<file path="config.mk">
export PLATFORM = sky130hd
export DESIGN_NAME = multicore_top
export DESIGN_NICKNAME = d
export VERILOG_FILES = /design/src/design/multicore_pkg.sv /design/src/design/reset_sequencer.sv /design/src/design/mac_core.sv /design/src/design/result_arbiter.sv /design/src/design/multicore_top.sv
export VERILOG_INCLUDE_DIRS = /design/src /design/src/design
export SDC_FILE = /design/constraint.sdc
export NUM_CORES = 1
export LEC_CHECK = 0
export BUFFER_PORTS_ARGS = -buffer_cell sky130_fd_sc_hd__buf_4
export CELL_PAD_IN_SITES_DETAIL_PLACEMENT = 1
export CELL_PAD_IN_SITES_GLOBAL_PLACEMENT = 2
export CORE_ASPECT_RATIO = 0.5
export CORE_MARGIN = 3
export CORE_UTILIZATION = 30
export CTS_BUF_LIST = sky130_fd_sc_hd__clkbuf_16
export CTS_CLUSTER_DIAMETER = 150
export DETAILED_ROUTE_END_ITERATION = 8
export PLACE_DENSITY = 0.69
export SLEW_MARGIN = 20
export SYNTH_ARGS = -nofsm -noshare
export SYNTH_HDL_FRONTEND = slang
export SYNTH_SLANG_ARGS = --single-unit
</file>
<file path="constraint.sdc">
create_clock -name clk -period 5.5 [get_ports clk]
set_input_delay 0.825 -clock clk [delete_from_list [all_inputs] [get_ports clk]]
set_output_delay 0.825 -clock clk [all_outputs]
set_load 0.05 [all_outputs]
</file>
<file path="src/design/multicore_cfg.svh">
`ifndef MULTICORE_CFG_SVH
`define MULTICORE_CFG_SVH

// Number of identical MAC cores on the broadcast sample bus.
`define NUM_CORES 4

// Cycles between two core releases from reset.
`define RESET_GAP 6

// Accepted samples per posted result.
// Keep this at or above the core count so every pending result drains in time.
`define SAMPLES_PER_RESULT 8

// Core i gets weight WEIGHT_BASE plus i times WEIGHT_STEP.
`define WEIGHT_BASE 3
`define WEIGHT_STEP 2

`endif

</file>
<file path="src/design/multicore_pkg.sv">
`include "multicore_cfg.svh"

package multicore_pkg;

	// Fixed-point sample on the broadcast bus.
	typedef logic signed [18:0] sample_t;

	// Per-core weight.
	typedef logic signed [7:0] weight_t;

	// Room for a full group of products without overflow.
	typedef logic signed [27:0] result_t;

	typedef logic [1:0] core_id_t;

	// One bit per core.
	typedef logic [`NUM_CORES-1:0] core_mask_t;

	// A finished result tagged with the core that made it.
	typedef struct packed {
		core_id_t core;
		result_t value;
	} result_msg_t;

	typedef enum logic [1:0] {
		core_held,
		core_accumulating,
		core_pending
	} core_state_t;

	typedef enum logic {
		seq_counting,
		seq_done
	} seq_state_t;

endpackage

</file>
<file path="src/design/reset_sequencer.sv">
`include "multicore_cfg.svh"

module reset_sequencer (
	input logic clk,
	input logic reset,
	output multicore_pkg::core_mask_t run_mask
);

	localparam int gap_w = $clog2(`RESET_GAP + 1);
	localparam logic [gap_w-1:0] gap_end = gap_w'(`RESET_GAP);
	localparam multicore_pkg::core_id_t last_core = multicore_pkg::core_id_t'(`NUM_CORES - 1);

	multicore_pkg::seq_state_t state;
	multicore_pkg::core_id_t next_core;
	logic [gap_w-1:0] gap_cnt;

	// The counter starts at one in the first cycle after reset, so a core
	// is released on the edge that ends every RESET_GAP-th cycle.
	always_ff @(posedge clk) begin
		if (reset) begin
			state <= multicore_pkg::seq_counting;
			gap_cnt <= gap_w'(1);
			next_core <= '0;
			run_mask <= '0;
		end else begin
			case (state)
				multicore_pkg::seq_counting: begin
					if (gap_cnt == gap_end) begin
						run_mask[next_core] <= 1'b1;
						gap_cnt <= gap_w'(1);
						if (next_core == last_core) begin
							state <= multicore_pkg::seq_done; // All cores are running.
						end else begin
							next_core <= next_core + 1'b1;
						end
					end else begin
						gap_cnt <= gap_cnt + 1'b1;
					end
				end
				multicore_pkg::seq_done: begin
					state <= multicore_pkg::seq_done; // Only a global reset leaves here.
				end
				default: begin
					state <= multicore_pkg::seq_counting;
				end
			endcase
		end
	end

endmodule

</file>
<file path="src/design/mac_core.sv">
`include "multicore_cfg.svh"

module mac_core #(
	parameter multicore_pkg::weight_t weight = 8'sd1
) (
	input logic clk,
	input logic reset,
	input logic run,
	input multicore_pkg::sample_t sample,
	input logic sample_valid,
	input logic grant,
	output logic req,
	output multicore_pkg::result_t result
);

	localparam int cnt_w = $clog2(`SAMPLES_PER_RESULT);
	localparam logic [cnt_w-1:0] last_cnt = cnt_w'(`SAMPLES_PER_RESULT - 1);

	multicore_pkg::core_state_t state;
	multicore_pkg::core_state_t state_next;
	multicore_pkg::result_t acc;
	multicore_pkg::result_t product;
	multicore_pkg::result_t acc_next;
	multicore_pkg::result_t result_q;
	logic [cnt_w-1:0] sample_cnt;
	logic accept;
	logic group_done;

	// Both operands are signed, so the product is sign extended to the
	// accumulator width before the add.
	assign product = sample * weight;
	assign acc_next = acc + product;

	// Run is a registered level, so a high value here means the core was
	// already released when this cycle began.
	assign accept = run && sample_valid;
	assign group_done = accept && (sample_cnt == last_cnt);

	always_comb begin
		state_next = state;
		case (state)
			multicore_pkg::core_held: begin
				if (run) begin
					state_next = multicore_pkg::core_accumulating;
				end
			end
			multicore_pkg::core_accumulating: begin
				if (group_done) begin
					state_next = multicore_pkg::core_pending;
				end
			end
			multicore_pkg::core_pending: begin
				// A fresh completion keeps the core pending with the new sum.
				if (grant && !group_done) begin
					state_next = multicore_pkg::core_accumulating;
				end
			end
			default: begin
				state_next = multicore_pkg::core_held;
			end
		endcase
	end

	always_ff @(posedge clk) begin
		if (reset) begin
			state <= multicore_pkg::core_held;
			acc <= '0;
			sample_cnt <= '0;
		end else begin
			state <= state_next;
			if (group_done) begin
				acc <= '0;
				sample_cnt <= '0;
			end else if (accept) begin
				acc <= acc_next;
				sample_cnt <= sample_cnt + 1'b1;
			end
		end
	end

	// The finished sum waits here until the arbiter takes it.
	always_ff @(posedge clk) begin
		if (group_done) begin
			result_q <= acc_next;
		end
	end

	assign req = (state == multicore_pkg::core_pending);
	assign result = result_q;

endmodule

</file>
<file path="src/design/result_arbiter.sv">
`include "multicore_cfg.svh"

module result_arbiter (
	input logic clk,
	input logic reset,
	input multicore_pkg::core_mask_t req_mask,
	input multicore_pkg::result_t results [`NUM_CORES],
	output multicore_pkg::core_mask_t grant_mask,
	output multicore_pkg::result_msg_t out_msg,
	output logic out_valid
);

	multicore_pkg::core_id_t sel;
	logic any_req;

	assign any_req = |req_mask;

	// Scan from the top index down so the lowest requesting core is the last
	// one written and wins.
	always_comb begin
		grant_mask = '0;
		sel = '0;
		for (int i = `NUM_CORES - 1; i >= 0; i--) begin
			if (req_mask[i]) begin
				grant_mask = multicore_pkg::core_mask_t'(1) << i;
				sel = multicore_pkg::core_id_t'(i);
			end
		end
	end

	always_ff @(posedge clk) begin
		if (reset) begin
			out_valid <= 1'b0;
		end else begin
			out_valid <= any_req; // One beat per granted result.
		end
	end

	always_ff @(posedge clk) begin
		if (any_req) begin
			out_msg.core <= sel;
			out_msg.value <= results[sel];
		end
	end

endmodule

</file>
<file path="src/design/multicore_top.sv">
`include "multicore_cfg.svh"

module multicore_top (
	input logic clk,
	input logic reset,
	input multicore_pkg::sample_t sample,
	input logic sample_valid,
	output multicore_pkg::core_mask_t run_mask,
	output multicore_pkg::result_msg_t out_msg,
	output logic out_valid
);

	multicore_pkg::core_mask_t req_mask;
	multicore_pkg::core_mask_t grant_mask;
	multicore_pkg::result_t results [`NUM_CORES];

	reset_sequencer sequencer_i (
		.clk(clk),
		.reset(reset),
		.run_mask(run_mask)
	);

	// Every core sees the same sample bus and differs only in its weight.
	for (genvar i = 0; i < `NUM_CORES; i++) begin : g_core
		mac_core #(
			.weight(multicore_pkg::weight_t'(`WEIGHT_BASE + i * `WEIGHT_STEP))
		) core_i (
			.clk(clk),
			.reset(reset),
			.run(run_mask[i]),
			.sample(sample),
			.sample_valid(sample_valid),
			.grant(grant_mask[i]),
			.req(req_mask[i]),
			.result(results[i])
		);
	end

	result_arbiter arbiter_i (
		.clk(clk),
		.reset(reset),
		.req_mask(req_mask),
		.results(results),
		.grant_mask(grant_mask),
		.out_msg(out_msg),
		.out_valid(out_valid)
	);

endmodule

</file>
== Word level (Yosys, flattened, before mapping) ==
Index checks and enable logic that the tools add are counted.

* Add/subtract/negate cells: 10
* $mul: 4
* Order comparisons: 3
* Equal/unequal tests: 26
* Muxes and demuxes: 33
* Bitwise gates (word level): 4
* Reductions and logical operators: 32

{| class="wikitable"
|+ Operators by type and width
! operator !! count
|-
| $add A28 B28 Y28 || 4
|-
| $bmux W28 S2 || 1
|-
| $mux W28 || 2
|-
| $mul A19 B4 Y23 const B || 2
|-
| $mux W2 || 16
|-
| $mul A19 B5 Y24 const B || 1
|-
| $pmux W2 S3 || 4
|-
| $mul A19 B3 Y22 const B || 1
|-
| $mux W4 || 4
|-
| $ne A2 B2 Y1 const B || 8
|-
| $add A3 B1 Y3 const B || 5
|-
| $eq A3 B3 Y1 const B || 5
|-
| $reduce_and A3 Y1 || 5
|-
| $logic_and A1 B1 Y1 || 13
|-
| $eq A2 B2 Y1 const B || 5
|-
| $eq A2 B1 Y1 const B || 4
|-
| $logic_not A2 Y1 || 4
|-
| $ne A2 B1 Y1 const B || 4
|-
| $reduce_or A2 Y1 || 4
|-
| $logic_not A1 Y1 || 4
|-
| $or A4 B4 Y4 || 1
|-
| $reduce_or A4 Y1 || 1
|-
| $ge A3 B3 Y1 const B || 1
|-
| $lt A2 B3 Y1 const B || 1
|-
| other kinds (9) || 12
|}

* Register bits: 285
* Input bits: 22
* Logic and storage cells: 135

== Depth between registers and ports, before layout ==
Gate-level depths: netlist (run 1).

* Depth after elaboration: 9
* Mapped depth: 23
* Mapped depth without buffers: 23

== Hierarchy ==
A second synthesis (run 1) with hierarchy kept.

* Cell total of the unflattened synthesis: 2231
* Area total of the unflattened synthesis: 20952.6 um^2

{| class="wikitable"
|+ By module, submodules not included
! module !! instances !! cells an instance !! area each (um^2) !! sequential area each (um^2)
|-
| mac_core at g_core[2].core_i || 1 || 605 || 5242.5 || 1501.4
|-
| mac_core at g_core[0].core_i || 1 || 515 || 4604.4 || 1501.4
|-
| mac_core at g_core[1].core_i || 1 || 498 || 4481.8 || 1501.4
|-
| mac_core at g_core[3].core_i || 1 || 490 || 4479.3 || 1501.4
|-
| result_arbiter || 1 || 76 || 1695.4 || 920.9
|-
| reset_sequencer || 1 || 47 || 449.2 || 200.2
|}

== Least setup slack after synthesis (run 1) ==
No wires, ideal clock.

* Kind: in2reg
* Start: input port sample[1]
* End: register g_core[2].core_i.acc[27]
* Setup time: 62 ps
* Data arrival time: 5583 ps
* Required time: 5438 ps
* Setup slack: -145 ps
* Stages: 21
* Buffers on the path: 1
* Cells stage by stage: ha_1 -> xor2_1 -> ha_1 -> ha_1 -> a31o_1 -> a21oi_1 -> o21ai_1 -> o41a_1 -> a21o_2 -> and4_1 -> a2111oi_2 -> o21bai_1 -> xnor2_1 -> ha_1 -> clkbuf_1 -> nand4_1 -> o22ai_1 -> o21bai_1 -> o221ai_2 -> or4_1 -> nand3_1

* Longest elaborated chain between the ends: 2

{| class="wikitable"
|+ Ends and longest elaborated chain
! element !! line !! RTL
|-
| start: declaration || multicore_top.sv:6 || <nowiki>input multicore_pkg::sample_t sample,</nowiki>
|-
| $mul A19 B4 Y23 || mac_core.sv:31 || <nowiki>assign product = sample * weight;</nowiki>
|-
| $add A28 B28 Y28 || mac_core.sv:32 || <nowiki>assign acc_next = acc + product;</nowiki>
|-
| end signal: assignment || mac_core.sv:75 || <nowiki>acc <= acc_next;</nowiki>
|-
| end: declaration || mac_core.sv:21 || <nowiki>multicore_pkg::result_t acc;</nowiki>
|}

No other way between the ends.
A chain may end at the register's enable or synchronous reset.

== Worst setup path in the final report (run 1) ==
* Start: input port sample[1]
* End: register g_core[3].core_i.acc[25]

* Longest elaborated chain between the ends: 2

{| class="wikitable"
|+ Ends and longest elaborated chain
! element !! line !! RTL
|-
| $mul A19 B5 Y24 || mac_core.sv:31 ||
|-
| $add A28 B28 Y28 || mac_core.sv:32 ||
|-
| via g_core[3].core_i.acc_next[25] || mac_core.sv:23 || <nowiki>multicore_pkg::result_t acc_next;</nowiki>
|-
| end signal: assignment || mac_core.sv:75 ||
|-
| end: declaration || mac_core.sv:21 ||
|}

The timed path passes the listed nets, and every way through them passes these cells.

==> results of run 1 <==
-- synthesized netlist by cell type, types with 43 or more instances --
cell type  number
nand2_1       321
ha_1          243
a21oi_1       239
nor2_1        160
dfxtp_1       143
edfxtp_1      142
xnor2_1       134
inv_1          96
a21o_1         72
clkbuf_1       60
nand3_1        52
xor2_1         45
a31oi_1        44
a211oi_1       43
and2_1         43
o21ai_0        43
-- power by group through the flow --
stage | Sequential, mW | Combinational, mW | Clock, mW
4_1_cts | 2.29 | 2.35 | 2.42
3_3_place_gp | 2.33 | 2.29 | 0
5_1_grt | 2.29 | 2.62 | 2.52
6_report | 2.29 | 2.37 | 2.35
3_5_place_dp | 2.33 | 2.33 | 0
2_1_floorplan | 2.33 | 1.37 | 0
-- metal layers --
layer / wire length (µm) / track usage (%) / vias to the layer above
met2: 31300 / 31.7 / 250
met3: 2620 / 2.59 / 85
met5: 0 / 0 / -
met1: 35400 / 27.9 / 8891
met4: 1680 / 5.07 / 0
li1: - / - / 8906
-- registers in the layout, summed over array words and instances (netlist names), 2 cells and up --
register / flops
arbiter_i.out_msg: 30
g_core.core_i.acc: 112
g_core.core_i.result: 112
g_core.core_i.sample_cnt: 12
g_core.core_i.state: 8
sequencer_i.gap_cnt: 3
sequencer_i.next_core: 2
sequencer_i.run_mask: 4
-- metrics by stage --
stage                     TNS, ns  cell area (µm²)  total power, mW  util [%]  setup slack (ns)
after detailed placement   -12.75            24100             4.66      36.4            -0.550
after floorplan                 0            20400             3.70         -           0.00882
after global routing            0            25400             7.42      38.4          0.000927
after CTS                       0            25200             7.05      38.1           0.00146
final                           0            25400             7.01      38.4             0.266
after global placement      -9.69            24100             4.63      36.4            -0.487
-- cell families (layout without fill, tap and decap cells) --
kind of cell | after synthesis | count (layout)
AOI/OAI and AO/OA | 623 | 623
xor gates and xnor gates | 180 | 180
adders and majority gates | 266 | 266
buffers and inverters | 174 | 539
DFF | 285 | 285
muxes | 7 | 7
other | 0 | 1
and+or+nand+nor | 748 | 748
-- worst paths after layout --
kind	startpoint	endpoint	slack, ns
max	sample[1]	g_core[3].core_i.acc[25]$_SDFFE_PP0P_	0.27
min	g_core[0].core_i.sample_cnt[1]$_SDFFE_PP0P_	g_core[0].core_i.sample_cnt[1]$_SDFFE_PP0P_	0.46
max reg2reg	g_core[0].core_i.acc[0]$_SDFFE_PP0P_	g_core[0].core_i.result[26]$_DFFE_PP_	2.19
min reg2reg	g_core[0].core_i.sample_cnt[1]$_SDFFE_PP0P_	g_core[0].core_i.sample_cnt[1]$_SDFFE_PP0P_	0.46
-- worst register-to-register path: stages, from the launching register on --
cell and delay, ns:
dfxtp_1 0.31, ha_1 0.22, fa_1 0.41, a21o_1 0.18, a21oi_1 0.25, nand3b_1 0.15
nand3_1 0.14, o211ai_1 0.30, buf_4 0.21, a31oi_1 0.08, buf_4 0.17, a41o_1 0.27
nand2b_1 0.17, xor2_1 0.16
-- area by class of cell --
| class | instances | area [µm²] |
|---|---|---|
| Multi-Input combinational cell | 1824 | 12800 |
| Sequential cell | 285 | 7130 |
| Clock buffer | 35 | 876 |
| Antenna cell | 1 | 2.50 |
| Inverter | 97 | 364 |
| Clock inverter | 27 | 246 |
| Timing Repair Buffer | 380 | 2870 |
| Fill cell | 7690 | 40700 |
| Tap cell | 884 | 1110 |
-- what timing repair did --
| action | in CTS | in global routing |
|---|---|---|
| hold buffers | 0 | 0 |
| setup buffers | 0 | 1 |
| setup endpoints to repair | 0 | 40 |
| gates resized for setup | 0 | 31 |
==> flow_metrics.py, run 1 <==
metrics = {
    "timing": {
        "highest_clock_rate_mhz": 191,
        "worst-slew-pin-transition_ns": 0.870,
        "worst_hold_slack_ns": 0.459,
        "worst_slew_margin_rel_pct": 41.8,
        "finalWorstPathRequiredPeriod_ns": 5.23,
        "final_setup_violation_count": 0,
        "hold_viol": 0,
        "rsz0062_at_grt": "no",
        "timing.final.max_slew_violations": 0,
        "fin_skew_ns": 0.0183,
        "final.period_utilization_pct": 95.2,
    },
    "power": {
        "power_report.internal_total_mw": 4.72,
        "net-switching-power_mw": 2.29,
        "power.switching_fraction_pct": 32.6,
        "leakagePower_nw": 11.2,
        "comb_power_share_pct": 33.8,
        "part_of_the_power_in_registers_pct": 32.7,
        "power_density_nw_per_um2": 276,
        "power.ir.vdd_worst_mv": 0.154,
        "power.clock.fraction_pct": 33.6,
    },
    "layout": {
        "mostFrequentLayoutCell": "buf_4",
        "final_layout_size_suffix_gt1_share_pct": 18.4,
        "fin_nets": 2910,
        "instances_no_fill": 3533,
        "syn_to_final_growth_pct": 24.4,
        "final_cell_mix": "buf_4 (379), nand2_1 (321), ha_1 (241)",
    },
    "drt": {
        "wl_per_cell_um": 20.1,
        "route.antenna.remaining_nets": 0,
        "route.vias.total": 18132,
        "initialDrtViolationCount": 1018,
        "vias_per_cell": 5.13,
        "drt_first_pass_iters": 5,
        "total_length_of_routed_wires_um": 71000,
        "route.detailed.drc": 0,
    },
    "die": {
        "row_count": 66,
        "pin_count": 57,
        "starting_density_pct": 30.9,
        "die_area_um2": 71400,
        "dieHeight_um": 190,
        "core_region_area_um2": 66100,
        "die_width_um": 375,
    },
    "global_route": {
        "grt_start_max_net_pins": 44,
        "grt_antenna_before_repair": 1,
        "groute.usage.overall_pct": 19.7,
        "gr-total-overflow": 0,
        "grt_pass1_vias": 18607,
        "grt_pass1_wl_um": 110000,
    },
    "setup_path": {
        "max_fo_critical_path": 5,
        "critPathKind": "in -> reg",
        "cp_top_family": "compound AO/OA/AOI/OAI gates",
        "worstPathBufferInverterCount": 5,
        "crit_arrival_ns": 5.67,
        "worst_setup_path_start_kind": "input pin",
        "worst_path_cell_with_the_longest_stage_delay": "or4_1",
        "end_kind": "flip-flop",
        "timing.reg2reg.worst_path_depth": 13,
        "timing.critical_path.mode_cell": "buf_4",
        "cp_data_required_time_ns": 5.93,
        "cp.depth": 25,
        "timing.critical_path.slowest_cell_delay_ns": 0.42,
    },
    "yosys": {
        "async_flop_share_pct": 0,
        "netlist.area_leader.share_pct": 20.9,
        "synth_compound_area_share_pct": 19.7,
        "synth_fa_ha_area_share_pct": 17.1,
        "postSynth.topFlopCell": "dfxtp_1",
        "synth_area_um2": 20400,
        "yosys_register_bits": 285,
        "postSynthNetCount": 2571,
        "synth_enable_flop_cells": 142,
        "syn_inst": 2283,
        "post_synth_mux_area_share_pct": 0.343,
        "synth-xor-area-share_pct": 7.79,
        "synth.yosys.warnings": 0,
        "yosys.area.top_type": "edfxtp_1",
        "largest_family_of_logic_cells_by_synthesized_area": "compound AO/OA/AOI/OAI gates",
        "synth_simple_gate_area_share_pct": 16.8,
        "synthesis.area_per_instance_um2": 8.94,
        "yosys-top-cells-area": "edfxtp_1 (21%), ha_1 (15%), dfxtp_1 (14%)",
        "ys_seq_area_share_pct": 34.9,
        "synth_cell_types": 84,
    },
    "clock_network": {
        "path_clk_slew_ns": 0.06,
        "root_buffer": "clkbuf_16",
        "cts_inserted_buffers": 34,
        "clock_tree.buffer_depth": 3,
        "tritoncts": "done",
        "htree_levels": 2,
        "clk_latency_ns": 0.54,
        "cts_num_sinks": 285,
    },
    "outcome": {
        "status": "finished, final reports clean",
    },
    "job": {
        "timing.max_cap.violations": 0,
    },
    "hold_path": {
        "hold_depth": 2,
        "timing.hold.worst.class": "reg -> reg",
    },
    "placement": {
        "routabilityCongestion": 0.848,
        "placed_cells": 3469,
        "portBuffers": 56,
        "place.detailed.hpwl_um": 55800,
    },
}
Note: power is estimated with default switching activity, not from simulation.
==> inputs of run 2 (changes only) <==
--- a/config.mk
+++ b/config.mk
@@ -16,6 +16,7 @@
 export CTS_CLUSTER_DIAMETER = 150
 export DETAILED_ROUTE_END_ITERATION = 8
 export PLACE_DENSITY = 0.69
+export REMOVE_ABC_BUFFERS = 1
 export SLEW_MARGIN = 20
 export SYNTH_ARGS = -nofsm -noshare
 export SYNTH_HDL_FRONTEND = slang
==> flow_metrics.py, run 2 (synthesis results as in run 1) <==
metrics = {
    "outcome": {
        "status": "finished, final reports clean",
    },
    "drt": {
        "wl_per_cell_um": 19.3,
        "total_length_of_routed_wires_um": 67900,
        "initialDrtViolationCount": 1082,
        "drt_first_pass_iters": 5,
        "route.detailed.drc": 0,
        "route.vias.total": 17870,
        "vias_per_cell": 5.08,
        "route.antenna.remaining_nets": 0,
    },
    "clock_network": {
        "clk_latency_ns": 0.60,
        "cts_num_sinks": 285,
        "holdBufCountCts": 0,
        "clock_tree.buffer_depth": 3,
        "htree_levels": 1,
        "path_clk_slew_ns": 0.06,
        "tritoncts": "done",
        "root_buffer": "clkbuf_16",
        "cts_inserted_buffers": 31,
    },
    "setup_path": {
        "end_kind": "flip-flop",
        "timing.reg2reg.worst_path_depth": 13,
        "ff2ff_setup_slack_ns": 2.20,
        "cp_data_required_time_ns": 6.00,
        "cp_cell_sequence": "buf_4 -> buf_4 -> ha_1 -> buf_4 -> ha_1 -> nor2b_1 -> o21ai_1 -> a21boi_1 -> o41a_1 -> nor2_1 -> a211oi_2 -> or3_1 -> a21oi_1 -> xnor2_1 -> ha_1 -> a21oi_1 -> o21ai_1 -> a21o_1 -> a21oi_1 -> o41ai_2 -> o21ai_1 -> xnor2_1 -> or4b_1 -> o311ai_1",
        "critPathKind": "in -> reg",
        "worst_setup_path_start_kind": "input pin",
        "worst_path_cell_with_the_longest_stage_delay": "or4b_1",
        "regToRegStartpoint": "g_core[1].core_i.acc[0]$_SDFFE_PP0P_",
        "worstReg2RegEnd": "g_core[1].core_i.acc[26]$_SDFFE_PP0P_",
        "timing.critical_path.slowest_cell_delay_ns": 0.47,
        "crit_arrival_ns": 5.78,
        "max_fo_critical_path": 6,
    },
    "global_route": {
        "gr-total-overflow": 0,
        "grt_start_max_net_pins": 58,
        "grt_antenna_before_repair": 2,
        "groute.usage.overall_pct": 18.7,
        "grt_pass1_vias": 18110,
        "grt_pass1_wl_um": 105000,
    },
    "timing": {
        "timing.setup.tns_ns": 0,
        "timing.final.max_slew_violations": 0,
        "final_setup_violation_count": 0,
        "hold_viol": 0,
        "final.period_utilization_pct": 95.9,
        "fin_skew_ns": 0.0169,
        "finalWorstSetupSlack_ns": 0.223,
        "worst_slew_margin_rel_pct": 42.7,
        "worst-slew-pin-transition_ns": 0.860,
        "finalWorstPathRequiredPeriod_ns": 5.28,
        "highest_clock_rate_mhz": 189,
        "worst_hold_slack_ns": 0.459,
    },
    "hold_path": {
        "timing.hold.worst_endpoint": "g_core[1].core_i.acc[0]$_SDFFE_PP0P_",
        "worstHoldStart": "g_core[1].core_i.acc[0]$_SDFFE_PP0P_",
        "timing.hold.worst.class": "reg -> reg",
        "hold_depth": 2,
    },
    "placement": {
        "pre_cts_ws_ns": -0.669,
        "portBuffers": 56,
        "place.detailed.hpwl_um": 53500,
        "routabilityCongestion": 0.851,
    },
    "die": {
        "dieHeight_um": 190,
        "core_region_area_um2": 66100,
        "die_area_um2": 71400,
        "pin_count": 57,
        "die_width_um": 375,
        "row_count": 66,
        "starting_density_pct": 30.9,
    },
    "layout": {
        "mostFrequentLayoutCell": "buf_4",
        "final_layout_size_suffix_gt1_share_pct": 17.7,
        "syn_to_final_growth_pct": 23.2,
        "antenna_cells_inserted": 0,
        "fin_nets": 2900,
        "final_cell_mix": "buf_4 (372), nand2_1 (321), ha_1 (241)",
    },
    "power": {
        "power_density_nw_per_um2": 269,
        "power.ir.vdd_worst_mv": 0.159,
        "totalPowerFinal_mw": 6.77,
        "leakagePower_nw": 11.1,
    },
    "job": {
        "timing.max_cap.violations": 0,
    },
}
## run 2: cell count changes in the layout (fill, tap and decap cells not counted), sizes merged
cell	previous run	this run
clkinv	14	13
clkbuf	35	33
clkinvlp	2	0
diode	1	0
buf	380	373
inv	104	107
bufinv	4	2
## run 2: layout make-up
type / instances / area (µm²)
clock buffers: 33 / 826
clock inverters: 25 / 189
fillers: 7696 / 41000
inverters: 97 / 364
multi-input cells: 1824 / 12700
flip-flops and latches: 285 / 7130
well taps: 884 / 1110
repair buffers: 373 / 2810
## run 2: timing repair
action | 4_1_cts | 5_1_grt
pin swaps | 0 | 9
setup buffers | 0 | 2
resized for setup | 2 | 14
setup endpoints to repair | 3 | 27
## run 2: power by group
part	switching, mW	total, mW	internal, mW
combinational	1.25	2.32	1.07
sequential	0.00336	2.29	2.28
clock	0.980	2.17	1.19
## run 2: stage by stage
step / std cells / utilization (%) / instance area [µm²]
5_1_grt: 3521 / 38.0 / 25100
6_report: 3521 / 38.0 / 25100
2_1_floorplan: 2206 / - / 20100
3_5_place_dp: 3461 / 36.3 / 24000
4_1_cts: 3519 / 37.9 / 25000
3_3_place_gp: 3461 / 36.3 / 24000
## run 2: metal layers
metal	part of all wire, %	wire, µm	track usage (%)
met1	52	35500	27.4
met2	43	29400	30.0
met3	2.9	1960	2.04
met4	1.6	1090	3.13
met5	0	0	0
## run 2: how the worst max path moves through the flow
stage                          from                                    end  slack [ns]  cells after the start
after floorplan           sample[1]  g_core[2].core_i.acc[27]$_SDFFE_PP0P_       -0.03                     20
after global placement    sample[1]  g_core[2].core_i.acc[25]$_SDFFE_PP0P_       -0.64                     24
after detailed placement  sample[1]  g_core[2].core_i.acc[26]$_SDFFE_PP0P_       -0.67                     24
after CTS                 sample[1]  g_core[2].core_i.acc[26]$_SDFFE_PP0P_        0.06                     24
after global routing      sample[2]  g_core[2].core_i.result[20]$_DFFE_PP_     -0.0003                     24
final                     sample[2]  g_core[0].core_i.acc[27]$_SDFFE_PP0P_        0.22                     24
## run 2: critical path: cells and delay by family
family | cells | cell delay (ns)
adders and majority gates | 3 | 0.86
buffers and inverters | 3 | 0.42
AOI/OAI and AO/OA | 12 | 2.13
xor gates and xnor gates | 2 | 0.31
and+or+nand+nor | 4 | 1.21
==> inputs of run 3 (changes only) <==
--- a/config.mk
+++ b/config.mk
@@ -11,11 +11,11 @@
 export CELL_PAD_IN_SITES_GLOBAL_PLACEMENT = 2
 export CORE_ASPECT_RATIO = 0.5
 export CORE_MARGIN = 3
-export CORE_UTILIZATION = 30
+export CORE_UTILIZATION = 37
 export CTS_BUF_LIST = sky130_fd_sc_hd__clkbuf_16
 export CTS_CLUSTER_DIAMETER = 150
 export DETAILED_ROUTE_END_ITERATION = 8
-export PLACE_DENSITY = 0.69
+export PLACE_DENSITY = 0.81
 export REMOVE_ABC_BUFFERS = 1
 export SLEW_MARGIN = 20
 export SYNTH_ARGS = -nofsm -noshare
==> flow_metrics.py, run 3 (synthesis results as in run 1) <==
metrics = {
    "outcome": {
        "status": "finished, final reports clean",
    },
    "setup_path": {
        "worst_path_cell_with_the_longest_stage_delay": "o41a_1",
        "timing.critical_path.mode_cell": "ha_1",
        "worstPathBufferInverterCount": 1,
        "critPathKind": "in -> reg",
        "regToRegStartpoint": "g_core[1].core_i.acc[0]$_SDFFE_PP0P_",
        "max_fo_critical_path": 4,
        "timing.reg2reg.worst_path_depth": 13,
        "timing.critical_path.slowest_cell_delay_ns": 0.47,
        "worst_setup_path_start_kind": "input pin",
        "worstReg2RegEnd": "g_core[1].core_i.acc[26]$_SDFFE_PP0P_",
        "cp_data_required_time_ns": 6.02,
        "cp_cell_sequence": "buf_4 -> ha_1 -> xor2_2 -> ha_1 -> ha_1 -> a31o_1 -> a21oi_2 -> o21ai_2 -> o41a_1 -> a21o_2 -> nor2_1 -> nor2_1 -> nor2_1 -> xnor2_1 -> ha_1 -> a21o_1 -> a211o_1 -> a221oi_2 -> o22ai_1 -> o21bai_4 -> o41ai_2 -> xnor2_1 -> nand2_1 -> a21oi_1",
        "crit_arrival_ns": 5.80,
        "ff2ff_setup_slack_ns": 2.08,
        "cp_top_family": "compound AO/OA/AOI/OAI gates",
        "end_kind": "flip-flop",
    },
    "die": {
        "die_area_um2": 58200,
        "pin_count": 57,
        "row_count": 60,
        "starting_density_pct": 37.7,
        "dieHeight_um": 172,
        "die_width_um": 338,
        "core_region_area_um2": 54100,
    },
    "placement": {
        "routabilityCongestion": 0.903,
        "place.detailed.hpwl_um": 51600,
        "portBuffers": 56,
        "placed_cells": 3283,
        "pre_cts_ws_ns": -0.545,
    },
    "clock_network": {
        "holdBufCountCts": 0,
        "path_clk_slew_ns": 0.06,
        "tritoncts": "done",
        "root_buffer": "clkbuf_16",
        "clock_tree.buffer_depth": 3,
        "cts_inserted_buffers": 31,
        "clk_latency_ns": 0.59,
        "cts_num_sinks": 285,
        "htree_levels": 1,
    },
    "global_route": {
        "gr-total-overflow": 0,
        "groute.usage.overall_pct": 22.4,
        "grt_start_max_net_pins": 58,
        "grt_pass1_wl_um": 104000,
        "grt_antenna_before_repair": 2,
        "grt_pass1_vias": 18144,
    },
    "power": {
        "power.ir.vdd_worst_mv": 0.229,
        "part_of_the_power_in_registers_pct": 34.2,
        "power.clock.fraction_pct": 32.1,
        "comb_power_share_pct": 33.7,
        "leakagePower_nw": 10.9,
        "power.switching_fraction_pct": 32.5,
        "net-switching-power_mw": 2.18,
        "power_density_nw_per_um2": 271,
        "power_report.internal_total_mw": 4.52,
    },
    "layout": {
        "num-fill-cells": 6330,
        "instances_no_fill": 3340,
        "final_cell_mix": "buf_4 (329), nand2_1 (321), ha_1 (243)",
        "seq_area_um2": 7130,
        "mostFrequentLayoutCell": "buf_4",
        "multi_input_area_um2": 12700,
        "final_layout_size_suffix_gt1_share_pct": 16.3,
        "antenna_cells_inserted": 0,
        "fin_nets": 2860,
        "syn_to_final_growth_pct": 21.0,
    },
    "timing": {
        "highest_clock_rate_mhz": 189,
        "finalWorstPathRequiredPeriod_ns": 5.28,
        "hold_viol": 0,
        "fin_skew_ns": 0.0146,
        "rsz0062_at_grt": "yes",
        "timing.final.max_slew_violations": 0,
        "final.period_utilization_pct": 96.1,
        "worst-slew-pin-transition_ns": 0.842,
        "worst_slew_margin_rel_pct": 43.9,
        "final_setup_violation_count": 0,
        "finalWorstSetupSlack_ns": 0.216,
    },
    "drt": {
        "wl_per_cell_um": 19.8,
        "drt_first_pass_iters": 5,
        "vias_per_cell": 5.37,
        "route.vias.total": 17922,
        "total_length_of_routed_wires_um": 66200,
        "route.detailed.drc": 0,
        "initialDrtViolationCount": 994,
        "route.antenna.remaining_nets": 0,
    },
    "hold_path": {
        "hold_depth": 2,
        "timing.hold.worst_endpoint": "g_core[3].core_i.acc[0]$_SDFFE_PP0P_",
        "worstHoldStart": "g_core[3].core_i.acc[0]$_SDFFE_PP0P_",
        "timing.hold.worst.class": "reg -> reg",
    },
    "job": {
        "timing.max_cap.violations": 0,
    },
}
==> run 3: cell count changes in the layout (fill, tap and decap cells not counted), sizes merged <==
cell	delta
clkinvlp	+2
inv	-2
bufinv	+2
clkbuf	-2
clkinv	-1
buf	-40
==> run 3: tightest hold or removal path, delay by kind of cell (launching register included) <==
family | cells | cell delay, ns
simple gates | 1 | 0.05
flops | 1 | 0.31
compound gates | 1 | 0.05
==> run 3: final cells by class <==
cell class	count	share of cell area, %
well taps	744	3.77
clock buffers	31	3.14
clock inverters	26	0.937
repair buffers	333	10.3
inverters	97	1.47
multi-input cells	1824	51.5
flip-flops and latches	285	28.8
==> run 3: layer usage <==
metal / vias to the layer above / track usage (%) / share of wire (%)
li1: 8817 / - / -
met1: 8742 / 31.6 / 49
met2: 296 / 36.6 / 44
met3: 65 / 3.05 / 4.3
met4: 2 / 4.64 / 2.0
met5: - / 0 / 0.024
==> run 3: how the worst max path moves through the flow <==
stage               startpoint                                    end  slack (ns)  cells past startpoint
floorplan            sample[1]  g_core[2].core_i.acc[27]$_SDFFE_PP0P_       -0.03                     20
global placement     sample[1]  g_core[2].core_i.acc[25]$_SDFFE_PP0P_       -0.52                     24
detailed placement   sample[1]  g_core[2].core_i.acc[25]$_SDFFE_PP0P_       -0.55                     24
CTS                  sample[1]  g_core[2].core_i.acc[25]$_SDFFE_PP0P_        0.04                     24
global route         sample[1]  g_core[2].core_i.acc[25]$_SDFFE_PP0P_       -0.07                     24
finish               sample[1]  g_core[2].core_i.acc[25]$_SDFFE_PP0P_        0.22                     24
==> run 3: power groups by stage <==
stage	clock network, mW	registers, mW	logic, mW
after detailed placement	0	2.33	2.21
after CTS	2.20	2.29	2.23
final	2.15	2.29	2.26
after global routing	2.29	2.29	2.50
after global placement	0	2.33	2.16
after floorplan	0	2.33	1.36
==> run 3: through the flow <==
stage          setup TNS (ns)  cell area (µm²)  total power, mW  hold slack [ns]  util (%)
2_1_floorplan         -0.0301            20100             3.69            0.434         -
3_3_place_gp            -8.48            23600             4.49            0.444      43.6
3_5_place_dp           -10.58            23600             4.55            0.452      43.6
4_1_cts                     0            24600             6.72            0.461      45.5
5_1_grt               -0.0673            24700             7.07            0.480      45.6
6_report                    0            24700             6.70            0.460      45.6
==> run 3: timing repair <==
item	4_1_cts	5_1_grt
setup buffers	0	0
setup endpoints to repair	0	27
resized for setup	0	20
hold endpoints to repair	0	0
